$ cat config.mk
export PLATFORM = sky130hd
export DESIGN_NAME = uart_rx
export DESIGN_NICKNAME = d
export VERILOG_FILES = /design/src/uart_rx.sv
export VERILOG_INCLUDE_DIRS = /design/src /design/src/src
export SDC_FILE = /design/constraint.sdc
export NUM_CORES = 1
export LEC_CHECK = 0
export ABC_AREA = 1
export BUFFER_PORTS_ARGS = -buffer_cell sky130_fd_sc_hd__buf_2
export CAP_MARGIN = 15
export CELL_PAD_IN_SITES_DETAIL_PLACEMENT = 0
export CELL_PAD_IN_SITES_GLOBAL_PLACEMENT = 2
export CORE_ASPECT_RATIO = 1.1
export CORE_MARGIN = 2
export CORE_UTILIZATION = 35
export DETAILED_ROUTE_END_ITERATION = 8
export GPL_ROUTABILITY_DRIVEN = 0
export PLACE_DENSITY = 0.78
export SLEW_MARGIN = 20
export SYNTH_ARGS = -nofsm -noshare
export SYNTH_HDL_FRONTEND = slang
export SYNTH_SLANG_ARGS = --single-unit
$ cat constraint.sdc
create_clock -name clk -period 3.86 [get_ports clk]
set_input_delay 0 -clock clk [delete_from_list [all_inputs] [get_ports clk]]
set_output_delay 0 -clock clk [all_outputs]
set_load 0.02 [all_outputs]
$ cat src/ramio_settings.svh
// --------------------------------------------------------------------
// ramio settings
// bus widths, memory depth, i/o address map and uart bit time
// --------------------------------------------------------------------
`ifndef RAMIO_SETTINGS_SVH
`define RAMIO_SETTINGS_SVH

// client bus widths
`define RAMIO_ADDR_W 32
`define RAMIO_DATA_W 32

// on-chip memory depth in words
`define RAMIO_RAM_WORDS 256

// i/o map at the top of the address space
// leds sit in the low nibble and are active low
`define RAMIO_ADDR_LED      32'hffff_fffc
// reads back all-ones while the transmitter is idle
`define RAMIO_ADDR_UART_OUT 32'hffff_fff8
// a read empties the holding word back to all-ones
`define RAMIO_ADDR_UART_IN  32'hffff_fff4

// clock cycles per serial bit
`define RAMIO_UART_BIT_CLKS 16

`endif
$ cat src/uart_rx.sv
// --------------------------------------------------------------------
// uart receiver
// 8n1 deserializer, samples each bit at mid bit time
// --------------------------------------------------------------------
`timescale 1ns/100ps
`default_nettype none
`include "ramio_settings.svh"

module uart_rx (
  input  wire        clk,
  input  wire        rst_n,
  input  wire        rx,
  input  wire        rx_go,
  output logic [7:0] rx_byte,
  output logic       rx_ready
);
  localparam int bit_clks = `RAMIO_UART_BIT_CLKS;
  localparam int cnt_w    = $clog2(bit_clks);

  typedef enum logic [2:0] {
    rx_idle,
    rx_start,
    rx_data,
    rx_stop,
    rx_done
  } rx_state_e;

  rx_state_e        state;
  logic [cnt_w-1:0] cnt;
  logic [2:0]       bit_idx;
  // two-flop synchronizer
  logic             rx_meta;
  logic             rx_sync;
  logic             half_end;
  logic             bit_end;

  assign half_end = cnt == cnt_w'(bit_clks / 2 - 1);
  assign bit_end  = cnt == cnt_w'(bit_clks - 1);

  always_ff @(posedge clk) begin
    if (!rst_n) begin
      rx_meta <= 1'b1;
      rx_sync <= 1'b1;
      state   <= rx_idle;
      cnt     <= '0;
      bit_idx <= '0;
    end else begin
      rx_meta <= rx;
      rx_sync <= rx_meta;
      cnt     <= bit_end ? '0 : cnt + 1'b1;
      case (state)
        // wait for the falling edge of a start bit
        rx_idle: begin
          cnt <= '0;
          if (rx_go && !rx_sync) begin
            state <= rx_start;
          end
        end
        // recheck at mid start bit
        // then count whole bits from there
        rx_start: begin
          if (half_end) begin
            cnt     <= '0;
            bit_idx <= '0;
            state   <= rx_sync ? rx_idle : rx_data;
          end
        end
        rx_data: begin
          if (bit_end) begin
            bit_idx <= bit_idx + 1'b1;
            if (bit_idx == 3'd7) begin
              state <= rx_stop;
            end
          end
        end
        // bad stop bit drops the frame
        rx_stop: begin
          if (bit_end) begin
            state <= rx_sync ? rx_done : rx_idle;
          end
        end
        // hold ready until acknowledged
        rx_done: begin
          if (!rx_go) begin
            state <= rx_idle;
          end
        end
        default: state <= rx_idle;
      endcase
    end
  end

  // data bits arrive lsb first
  always_ff @(posedge clk) begin
    if (state == rx_data && bit_end) begin
      rx_byte <= {rx_sync, rx_byte[7:1]};
    end
  end

  assign rx_ready = state == rx_done;

endmodule

`default_nettype wire

* Word-level counts from Yosys, hierarchy flattened
Cells that the tools add are included.
W data, S select, Z words.
** Storage, ports and cells
- Flip-flop bits (word level) :: 20
- Bits in latches :: 0
- Memory bits (writable) :: 0
- Bits in read-only memories :: 0
- Input port bits :: 4
- Output and inout bits :: 9
- Word-level logic and storage cells :: 43
- Memories kept :: 0
** Operators by class
- Add/subtract/negate cells :: 2
- $mul :: 0
- Div/mod/pow operators :: 0
- $lt $le $gt $ge :: 0
- Eq/ne operators :: 13
- Shift-type cells :: 0
- Mux-type cells :: 15
- Bitwise operators :: 0
- Reduce and logical (&&, ||, !) cells :: 7
** Operators by type and width (count)
- $mux W3 :: 9
- $pmux W3 S5 :: 1
- $ne A2 B2 Y1 const B :: 6
- $mux W4 :: 2
- $pmux W4 S2 :: 1
- $eq A3 B2 Y1 const B :: 2
- $eq A3 B3 Y1 const B :: 2
- $pmux W3 S2 :: 1
- $reduce_and A6 Y1 :: 1
- $add A4 B1 Y4 const B :: 1
- $eq A4 B3 Y1 const B :: 1
- $eq A4 B4 Y1 const B :: 1
- $add A3 B1 Y3 const B :: 1
- $eq A3 B1 Y1 const B :: 1
- $logic_not A3 Y1 :: 1
- $reduce_and A3 Y1 :: 1
- $logic_and A1 B1 Y1 :: 2
- $mux W2 :: 1
- $reduce_bool A2 Y1 :: 1
- $logic_not A1 Y1 :: 1

* Longest topological paths before layout
Gate-level depths: netlist of run 1.
- Word-level depth :: 4
- Depth in mapped cells :: 9
- Gate-level depth less buffers :: 9

* Worst setup path before layout of run 1
No wires, ideal clock.
- Kind :: reg-to-reg
- From :: register cnt[0]
- To :: register rx_byte[0], enable pin
- Setup time :: 0.370 ns
- Data arrival time :: 1.058 ns
- Data required time :: 3.490 ns
- Setup slack :: 2.432 ns
- Stages on the path, launching flop included :: 4
- Buffers on the path :: 0
- Cell sequence :: dfxtp_1 ha_1 nand3_1 nor2_1
** Between the ends
- Longest elaborated chain between the ends :: 2
** RTL lines
- start: declaration :: line uart_rx.sv:29 : logic [cnt_w-1:0] cnt;
- start signal: assignment :: line uart_rx.sv:50 : cnt <= bit_end ? '0 : cnt + 1'b1;
- $eq A4 B4 Y1 :: line uart_rx.sv:38 : assign bit_end = cnt == cnt_w'(bit_clks - 1);
- $logic_and A1 B1 Y1 :: line uart_rx.sv:95 : if (state == rx_data && bit_end) begin
- end signal: assignment :: line uart_rx.sv:96 : rx_byte <= {rx_sync, rx_byte[7:1]};
- end: declaration :: line uart_rx.sv:14 : output logic [7:0] rx_byte,
Every way passes these cells.
A chain may end at the register's enable or synchronous reset.

* Worst setup path after layout of run 1
Same ends and word-level chain as after synthesis.

==> results of run 1 <==
==> power by group <==
part	total (mW)	switching [mW]	internal, mW
clock network	0.167	0.0619	0.105
logic	0.197	0.124	0.0735
registers	0.282	0.0331	0.249
total	0.646	0.219	0.428
==> final cells by class <==
type | count | area, um2 | share of cell area
Timing Repair Buffer | 14 | 80.08 | 0.07892
Sequential cell | 20 | 480.5 | 0.4735
Tap cell | 30 | 37.54 | 0.03699
Inverter | 10 | 37.54 | 0.03699
Multi-Input combinational cell | 60 | 326.6 | 0.3218
Clock inverter | 1 | 30.03 | 0.02959
Clock buffer | 3 | 22.52 | 0.02219
==> metal layers <==
layer,part of all wire,routed length [um],GRT usage
met1,0.48,711,0.1478
met2,0.46,689,0.1861
met3,0.037,55,0.03514
met4,0.018,27,0.06950
met5,0,0,0
==> critical path, stage by stage (launching register included) <==
cell     delay [ps]
dfxtp_1         370
ha_1            190
nand3_1         170
nor2_1          530
==> stage by stage <==
step | util | hold WS [ps] | cells
2_1_floorplan | - | 106.6 | 90
3_3_place_gp | 0.4142 | 185.8 | 132
3_5_place_dp | 0.4142 | 191.7 | 132
4_1_cts | 0.4461 | 146.5 | 138
5_1_grt | 0.4461 | 221.5 | 138
6_report | 0.4461 | 150.6 | 138
==> flip-flops by register name, summed over array words and instances, names as in the netlist <==
signal   flops
rx_meta      1
rx_byte      8
bit_idx      3
state        3
cnt          4
rx_sync      1
==> synthesized netlist by cell type, drive strengths merged <==
master  number  area share
xor2         1       0.010
o21ai        6       0.040
a21oi        3       0.018
edfxtp       8        0.28
o2111a       1       0.013
nor3         1      0.0059
inv         10       0.044
nand2       10       0.053
nor2        23        0.12
ha           3       0.044
dfxtp       12        0.28
nor3b        1      0.0089
nand3b       1      0.0089
or2          3       0.022
nand3        7       0.041
==> path summary, 6_finish.rpt <==
path,startpoint,to,depth (start not counted)
hold reg to reg,rx_meta,rx_sync,1
setup reg to reg,cnt[0],rx_byte[0],3
hold / removal,rx_go,state[0],6
setup / recovery,cnt[0],rx_byte[0],3
==> cell families after synthesis <==
group / share of synthesized area
AOI/OAI and AO/OA: 0.07110
xor gates and xnor gates: 0.01037
DFF: 0.5689
adders and majority gates: 0.04445
buffers and inverters: 0.04445
and+or+nand+nor: 0.2608
==> timing repair <==
action	4_1_cts	5_1_grt
setup buffers	0	0
endpoints found under the hold margin	5	0
gates resized for setup	0	0
endpoints found under the setup margin	0	0
hold buffers	2	0
==> results.tsv, run 1 <==
stage	metric	value	unit
outcome	status	finished, final reports clean	
critical_path	CP Class	flop to flop	
route	Vias	642	
synthesis	syn_nets	97	
synthesis	synthesized cell area	844.6	um2
route	vias per cell	4.652	
clock_network	CTS tree	done	
timing	Worst slew margin	0.5971	
route	DR pass1 iterations	4	
timing	slew of the pin with the lowest slew margin	602.2	ps
cells_and_area	fill count	240	
place	HPWL Detailed	1167	um
die	Die Span X	50.84	um
route	Iter 0 DRT Violations	8	
timing	maximum clock frequency	626.2	MHz
cells_and_area	commonest non-fill, non-tap cells in the layout	19 x nor2_1, 12 x dfxtp_1, 12 x buf_2	
timing	RSZ-0062 raised after global routing	false	
critical_path	Worst setup SP type	flop	
timing	fin worst setup slack	2263	ps
place	pre-CTS setup slack	2253	ps
timing	Final Setup Violations	0	
timing	Tcrit/Tclk final	0.4137	
global_routing	vias in the first global route	596	
synthesis	post-synthesis register bit count	20	
timing	Final TNS setup	0	ps
die	Chip Height	55.52	um
synthesis	syn_area_per_cell	9.384	um2
die	Core Area	2275	um2
timing	Final Hold Vio Count	0	
place	Placed Area	942.2	um2
clock_network	clock-pin transition on the worst setup and hold timing paths	110	ps
die	I/O pins	13	
global_routing	Total Routing Usage GR	0.1206	
synthesis	Syn Inst Count	90	
route	Antenna Violating Nets Remaining	0	
clock_network	Skew-Pair Late Insertion Delay	300	ps
critical_path	CP Max Fanout	8	
die	row count	18	
worst_hold_path	Hold Path Class	input port to flop	
global_routing	first-pass GRT wire length	2532	um
critical_path	worst endpoint data arrival time	1540	ps
clock_network	CTS max path bufs	2	
synthesis	Ys Warns	0	
cells_and_area	layout cells sized above 1	0.2685	
timing	Slew Limit Fails	0	
critical_path	r2r setup slk	2260	ps
clock_network	CTS root buf	clkbuf_4	
power	peak supply drop	0.3267	mV
power	total power	0.6461	mW
power	Static Leakage	0.4322	nW
synthesis	Yosys cell types	20	
die	initial cell density of the core	0.3713	
cells_and_area	Final Net Count	116	
place	# port buffers	12	
cells_and_area	Synth-to-Final Area Change	20.15	%
die	die area	2822	um2
synthesis	sequential cell area fraction in the yosys report	0.5689	
power	Pwr Density	636.8	nW/um2
cells_and_area	most common cell after layout, fill and taps aside	nor2_1	
clock_network	CTS Sinks	20	
clock_network	TritonCTS Buffers	3	
cells_and_area	final instance area	1015	um2
job	Max-Cap Viols	0	
clock_network	H-tree Lvls	1	
global_routing	antenna violations before repair	0	
timing	Tmin final	1597	ps
route	WL final	1484	um
critical_path	Crit. End Element	flop	
route	# DRC	0	
critical_path	CP required	3810	ps
timing	Setup Skew	4.692	ps
global_routing	grt ovf	0	
global_routing	largest net degree at the start of global routing	13	
route	detailed-route wire length per cell	10.75	um
cells_and_area	Ant. Diodes	0	
No activity file was read; power rests on OpenSTA's default activity.
==> run 2: changes to the inputs <==
--- a/config.mk
+++ b/config.mk
@@ -13,10 +13,10 @@
 export CELL_PAD_IN_SITES_GLOBAL_PLACEMENT = 2
 export CORE_ASPECT_RATIO = 1.1
 export CORE_MARGIN = 2
-export CORE_UTILIZATION = 35
+export CORE_UTILIZATION = 29
 export DETAILED_ROUTE_END_ITERATION = 8
 export GPL_ROUTABILITY_DRIVEN = 0
-export PLACE_DENSITY = 0.78
+export PLACE_DENSITY = 0.69
 export SLEW_MARGIN = 20
 export SYNTH_ARGS = -nofsm -noshare
 export SYNTH_HDL_FRONTEND = slang
==> constraint.sdc (replaced) <==
create_clock -name clk -period 1.41 [get_ports clk]
set_input_delay 0 -clock clk [delete_from_list [all_inputs] [get_ports clk]]
set_output_delay 0 -clock clk [all_outputs]
set_load 0.02 [all_outputs]
==> results.tsv, run 2 (same netlist as run 1, synthesis figures left out) <==
stage	metric	value	unit	change
global_routing	antenna violations before repair	0		unchanged
timing	Slew Limit Fails	0		unchanged
die	die area	3361	um2	+19%
critical_path	worst reg-to-reg path cell count	4		+1
cells_and_area	Synth-to-Final Area Change	26.37	%	
cells_and_area	commonest non-fill, non-tap cells in the layout	16 x nor2_1, 12 x buf_2, 10 x dfxtp_1		
cells_and_area	Largest Register	rx_byte		
route	vias per cell	4.434		-4.7%
global_routing	first-pass GRT wire length	2608	um	+3.0%
global_routing	Total Routing Usage GR	0.1047		-0.01595
die	Core Area	2778	um2	+22%
job	Max-Cap Viols	0		unchanged
critical_path	slowest CP cell	dfxtp_1		
route	# DRC	0		unchanged
critical_path	r2r startpoint	state[2]		
power	Pwr Density	1755	nW/um2	+180%
die	initial cell density of the core	0.3041		-0.06723
timing	maximum clock frequency	779.2	MHz	+24%
outcome	status	finished, final reports clean		
critical_path	CP Class	flop to flop		
die	Die Span X	55.46	um	+9.1%
clock_network	Skew-Pair Late Insertion Delay	310	ps	about the same
die	I/O pins	13		unchanged
critical_path	Reg-to-Reg End	rx_byte[7]		
power	Static Leakage	0.4350	nW	+0.65%
die	row count	20		+2
global_routing	grt ovf	0		unchanged
place	pre-CTS setup slack	71.05	ps	-2182 ps
die	Chip Height	60.60	um	+9.1%
clock_network	H-tree Lvls	1		unchanged
route	Antenna Violating Nets Remaining	0		unchanged
global_routing	largest net degree at the start of global routing	13		unchanged
cells_and_area	area occupied by registers	483.0	um2	+0.52%
route	Iter 0 DRT Violations	12		+4
power	internal power	1.223	mW	+190%
power	peak supply drop	0.8499	mV	+160%
clock_network	CTS max path bufs	2		unchanged
route	Vias	634		-1.2%
clock_network	setup bufs post-CTS	0		unchanged
place	Placed Area	963.4	um2	+2.3%
critical_path	Crit. End Element	flop		
timing	Worst slew margin	0.8094		+0.2124
clock_network	CTS root buf	clkbuf_4		
cells_and_area	max FFs per register	8		unchanged
timing	Final Hold Vio Count	0		unchanged
global_routing	vias in the first global route	620		+4.0%
power	Comb pwr share	0.331		+0.026
timing	Tcrit/Tclk final	0.9102		+0.4965
cells_and_area	layout cells sized above 1	0.3909		+0.1224
cells_and_area	fill count	285		+19%
power	switching share of power	0.3469		+0.008717
timing	fin worst setup slack	126.6	ps	-2136 ps
route	WL final	1582	um	+6.6%
worst_hold_path	Hold Crit Start	rx_go		
critical_path	delay of the slowest critical-path stage	410	ps	-120 ps
critical_path	CP required	1450	ps	-2360 ps
route	detailed-route wire length per cell	11.06	um	+2.9%
cells_and_area	Multi-input gate area	357.8	um2	+9.6%
critical_path	most frequent CP cell	nor2_2		
critical_path	worst endpoint data arrival time	1320	ps	-220 ps
power	sequential fraction of design power	0.416		-0.021
clock_network	TritonCTS Buffers	3		unchanged
critical_path	CP Max Fanout	8		unchanged
power	Clk pwr share	0.253		-0.005
critical_path	Buf+Inv Stages, Crit Path	1		+1
timing	Final Setup Violations	0		unchanged
route	DR pass1 iterations	4		unchanged
clock_network	CTS tree	done		
timing	Tmin final	1283	ps	-313.6 ps
critical_path	r2r setup slk	130	ps	-2140 ps
worst_hold_path	Hold Crit Depth	6		unchanged
place	# port buffers	12		unchanged
power	switching pwr	0.6497	mW	+200%
cells_and_area	Ant. Diodes	0		unchanged
clock_network	CTS Sinks	20		unchanged
critical_path	Worst setup SP type	flop		
timing	RSZ-0062 raised after global routing	true		
timing	Setup Skew	4.735	ps	+0.04296 ps
critical_path	CP Cell Sequence	nor2_2 > nand2_2 > nor2_2 > buf_4		
worst_hold_path	Hold Path Class	input port to flop		
cells_and_area	final instance area	1067	um2	+5.2%
place	HPWL Detailed	1151	um	-1.3%
cells_and_area	Final Net Count	118		+1.7%
cells_and_area	most common cell after layout, fill and taps aside	nor2_1		
critical_path	top cell family by delay on the critical path	simple AND/OR/NAND/NOR gates		
cells_and_area	registers with the most flip-flops	rx_byte (8), cnt (4)		
clock_network	clock-pin transition on the worst setup and hold timing paths	120	ps	about the same
worst_hold_path	WHS Endpoint	state[0]		
cells_and_area	fin util	0.3842		-0.06186
timing	slew of the pin with the lowest slew margin	285.4	ps	-316.7 ps
run 2: worst max-delay path by stage:
stage	start	to	slack (ps)	cells past startpoint
6_report	state[2]	rx_byte[7]	130	4
4_1_cts	cnt[0]	rx_byte[3]	50	4
2_1_floorplan	cnt[0]	rx_byte[0]	110	3
3_5_place_dp	cnt[0]	rx_byte[6]	70	4
3_3_place_gp	cnt[0]	rx_byte[7]	50	4
5_1_grt	bit_idx[0]	state[2]	-10	8
run 2: cell type report:
class | instances | share of cell area
inverters | 10 | 0.03517
clock buffers | 3 | 0.02110
flip-flops and latches | 20 | 0.4525
multi-input cells | 60 | 0.3353
clock inverters | 1 | 0.02814
well taps | 33 | 0.03869
repair buffers | 16 | 0.08910
run 2: power groups by stage:
| stage | sequential (mW) | combinational (mW) | clock, mW |
|---|---|---|---|
| floorplan | 0.767 | 0.441 | 0 |
| global placement | 0.785 | 0.568 | 0 |
| detailed placement | 0.785 | 0.563 | 0 |
| CTS | 0.770 | 0.570 | 0.494 |
| global route | 0.793 | 0.727 | 0.505 |
| finish | 0.779 | 0.620 | 0.474 |
run 2: per-stage QoR:
| step | cells | TNS (ps) | hold WS (ps) | power (mW) |
|---|---|---|---|---|
| final | 143 | 0 | 174.6 | 1.873 |
| after global routing | 143 | -13.24 | 225.1 | 2.025 |
| after CTS | 143 | 0 | 143.4 | 1.834 |
| after detailed placement | 137 | 0 | 190.0 | 1.347 |
| after global placement | 137 | 0 | 188.0 | 1.353 |
| after floorplan | 90 | 0 | 106.6 | 1.208 |
run 2: per-layer routing:
| layer | up-vias | wire [um] | track usage |
|---|---|---|---|
| met5 | - | 0 | 0 |
| met4 | 0 | 41 | 0.07317 |
| met3 | 5 | 47 | 0.02559 |
| met2 | 9 | 722 | 0.1769 |
| met1 | 285 | 771 | 0.1192 |
| li1 | 335 | - | - |
run 2: repair_timing:
action / CTS / global route
hold endpoints to repair: 6 / 0
setup endpoints to repair: 0 / 16
resized for setup: 0 / 12
hold buffers: 2 / 0
run 2: worst reg2reg max path, cell delays in order, from the launching register on:
cell	delay (ps)
dfxtp_1	410
nor2_2	200
nand2_2	140
nor2_2	100
buf_4	170
==> run 3: changes to the inputs <==
--- a/config.mk
+++ b/config.mk
@@ -17,6 +17,7 @@
 export DETAILED_ROUTE_END_ITERATION = 8
 export GPL_ROUTABILITY_DRIVEN = 0
 export PLACE_DENSITY = 0.69
+export REMOVE_ABC_BUFFERS = 1
 export SLEW_MARGIN = 20
 export SYNTH_ARGS = -nofsm -noshare
 export SYNTH_HDL_FRONTEND = slang
==> results.tsv, run 3 (same netlist as run 1, synthesis figures left out) <==
stage	metric	value	unit	change
clock_network	H-tree Lvls	1		unchanged
clock_network	Skew-Pair Late Insertion Delay	300	ps	about the same
power	sequential fraction of design power	0.413		-0.003
die	Die Span X	55.46	um	unchanged
cells_and_area	Largest Register	rx_byte		
die	initial cell density of the core	0.3041		unchanged
timing	Tcrit/Tclk final	0.9319		+0.02175
timing	Slew Limit Fails	0		unchanged
cells_and_area	Multi-input gate area	347.8	um2	-2.8%
cells_and_area	most common cell after layout, fill and taps aside	nor2_1		
cells_and_area	fin util	0.3833		-0.0009010
job	Max-Cap Viols	0		unchanged
global_routing	grt ovf	0		unchanged
cells_and_area	Synth-to-Final Area Change	26.07	%	
route	DR pass1 iterations	4		unchanged
clock_network	setup bufs post-CTS	0		unchanged
worst_hold_path	WHS Endpoint	state[0]		
timing	fin worst setup slack	95.96	ps	-30.66 ps
power	switching share of power	0.3466		about the same
die	die area	3361	um2	unchanged
global_routing	largest net degree at the start of global routing	13		unchanged
cells_and_area	area occupied by registers	483.0	um2	unchanged
power	peak supply drop	0.7460	mV	-12%
place	pre-CTS setup slack	70.63	ps	-0.4202 ps
power	Pwr Density	1759	nW/um2	+0.28%
timing	slew of the pin with the lowest slew margin	247.0	ps	-38.40 ps
worst_hold_path	Hold Crit Depth	6		unchanged
route	Vias	634		unchanged
die	row count	20		unchanged
outcome	status	finished, final reports clean		
critical_path	worst reg-to-reg path cell count	7		+3
die	I/O pins	13		unchanged
critical_path	Crit. End Element	flop		
cells_and_area	commonest non-fill, non-tap cells in the layout	18 x nor2_1, 12 x buf_2, 10 x dfxtp_1		
power	switching pwr	0.6493	mW	about the same
route	# DRC	0		unchanged
die	Core Area	2778	um2	unchanged
clock_network	TritonCTS Buffers	3		unchanged
power	Static Leakage	0.4446	nW	+2.2%
route	detailed-route wire length per cell	11.31	um	+2.2%
timing	maximum clock frequency	761.0	MHz	-2.3%
place	Placed Area	968.4	um2	+0.52%
die	Chip Height	60.60	um	unchanged
critical_path	Worst setup SP type	flop		
cells_and_area	max FFs per register	8		unchanged
clock_network	CTS max path bufs	2		unchanged
power	total power	1.873	mW	about the same
critical_path	CP Max Fanout	3		-5
cells_and_area	layout cells sized above 1	0.3514		-0.03956
worst_hold_path	Hold Path Class	input port to flop		
cells_and_area	final instance area	1065	um2	-0.23%
timing	Tmin final	1314	ps	+30.66 ps
clock_network	CTS tree	done		
route	vias per cell	4.403		-0.69%
timing	Worst slew margin	0.8351		+0.02564
timing	Setup Skew	0.9982	ps	-3.737 ps
critical_path	r2r startpoint	bit_idx[0]		
clock_network	CTS root buf	clkbuf_4		
cells_and_area	Final Net Count	119		+0.85%
worst_hold_path	Hold Crit Start	rx_go		
power	Clk pwr share	0.252		about the same
critical_path	CP Class	flop to flop		
cells_and_area	fill count	281		-1.4%
route	Antenna Violating Nets Remaining	0		unchanged
cells_and_area	registers with the most flip-flops	rx_byte (8), cnt (4)		
timing	Final Setup Violations	0		unchanged
power	Comb pwr share	0.335		+0.004
global_routing	antenna violations before repair	0		unchanged
place	# port buffers	12		unchanged
critical_path	worst endpoint data arrival time	1530	ps	+210 ps
place	HPWL Detailed	1176	um	+2.2%
global_routing	first-pass GRT wire length	2732	um	+4.8%
critical_path	r2r setup slk	100	ps	-30 ps
global_routing	vias in the first global route	630		+1.6%
timing	RSZ-0062 raised after global routing	false		
route	WL final	1628	um	+2.9%
global_routing	Total Routing Usage GR	0.1058		+0.001188
power	internal power	1.224	mW	about the same
route	Iter 0 DRT Violations	10		-2
critical_path	Reg-to-Reg End	state[2]		
timing	Final Hold Vio Count	0		unchanged
clock_network	clock-pin transition on the worst setup and hold timing paths	120	ps	about the same
clock_network	CTS Sinks	20		unchanged
cells_and_area	Ant. Diodes	0		unchanged
critical_path	CP required	1620	ps	+170 ps
## run 3: worst max-delay path by stage
stage	startpoint	to	slack [ps]	cells after the start
after floorplan	cnt[0]	rx_byte[0]	-20	3
after global placement	cnt[0]	bit_idx[0]	80	6
after detailed placement	bit_idx[0]	state[2]	70	7
after CTS	bit_idx[0]	state[2]	40	7
after global routing	cnt[0]	bit_idx[1]	8	9
final	bit_idx[0]	state[2]	100	7
## run 3: critical path: stages, from the launching register on
cell and delay (ps):
dfxtp_2 350, ha_1 190, ha_1 170, nand3b_1 160
nand2_2 90, inv_1 70, a21oi_2 130, nor2_1 50
## run 3: area by class of cell
type | count | share of cell area
multi-input cells | 60 | 0.3267
clock inverters | 1 | 0.02820
repair buffers | 17 | 0.09636
flip-flops and latches | 20 | 0.4536
well taps | 33 | 0.03878
inverters | 10 | 0.03525
clock buffers | 3 | 0.02115
## run 3: metrics by stage
step	TNS, ps	cells	hold WS (ps)
2_1_floorplan	-142.8	90	106.6
6_report	0	144	165.9
3_3_place_gp	0	138	185.0
5_1_grt	0	144	223.5
4_1_cts	0	144	130.5
3_5_place_dp	0	138	188.9
## run 3: power by group through the flow
stage | combinational [mW] | sequential, mW | clock [mW]
after detailed placement | 0.567 | 0.783 | 0
after floorplan | 0.440 | 0.767 | 0
after CTS | 0.582 | 0.769 | 0.489
final | 0.628 | 0.774 | 0.472
after global routing | 0.720 | 0.790 | 0.504
after global placement | 0.578 | 0.784 | 0
## run 3: layer usage
metal / global-route usage / share of wire / up-vias
li1: - / - / 336
met1: 0.1304 / 0.50 / 276
met2: 0.1701 / 0.44 / 18
met3: 0.02132 / 0.042 / 4
met4: 0.07317 / 0.017 / 0
met5: 0 / 0 / -
## run 3: repair_timing
action / 4_1_cts / 5_1_grt
resized for setup: 0 / 10
hold endpoints to repair: 5 / 0
endpoints found under the setup margin: 0 / 16
hold buffers: 2 / 0
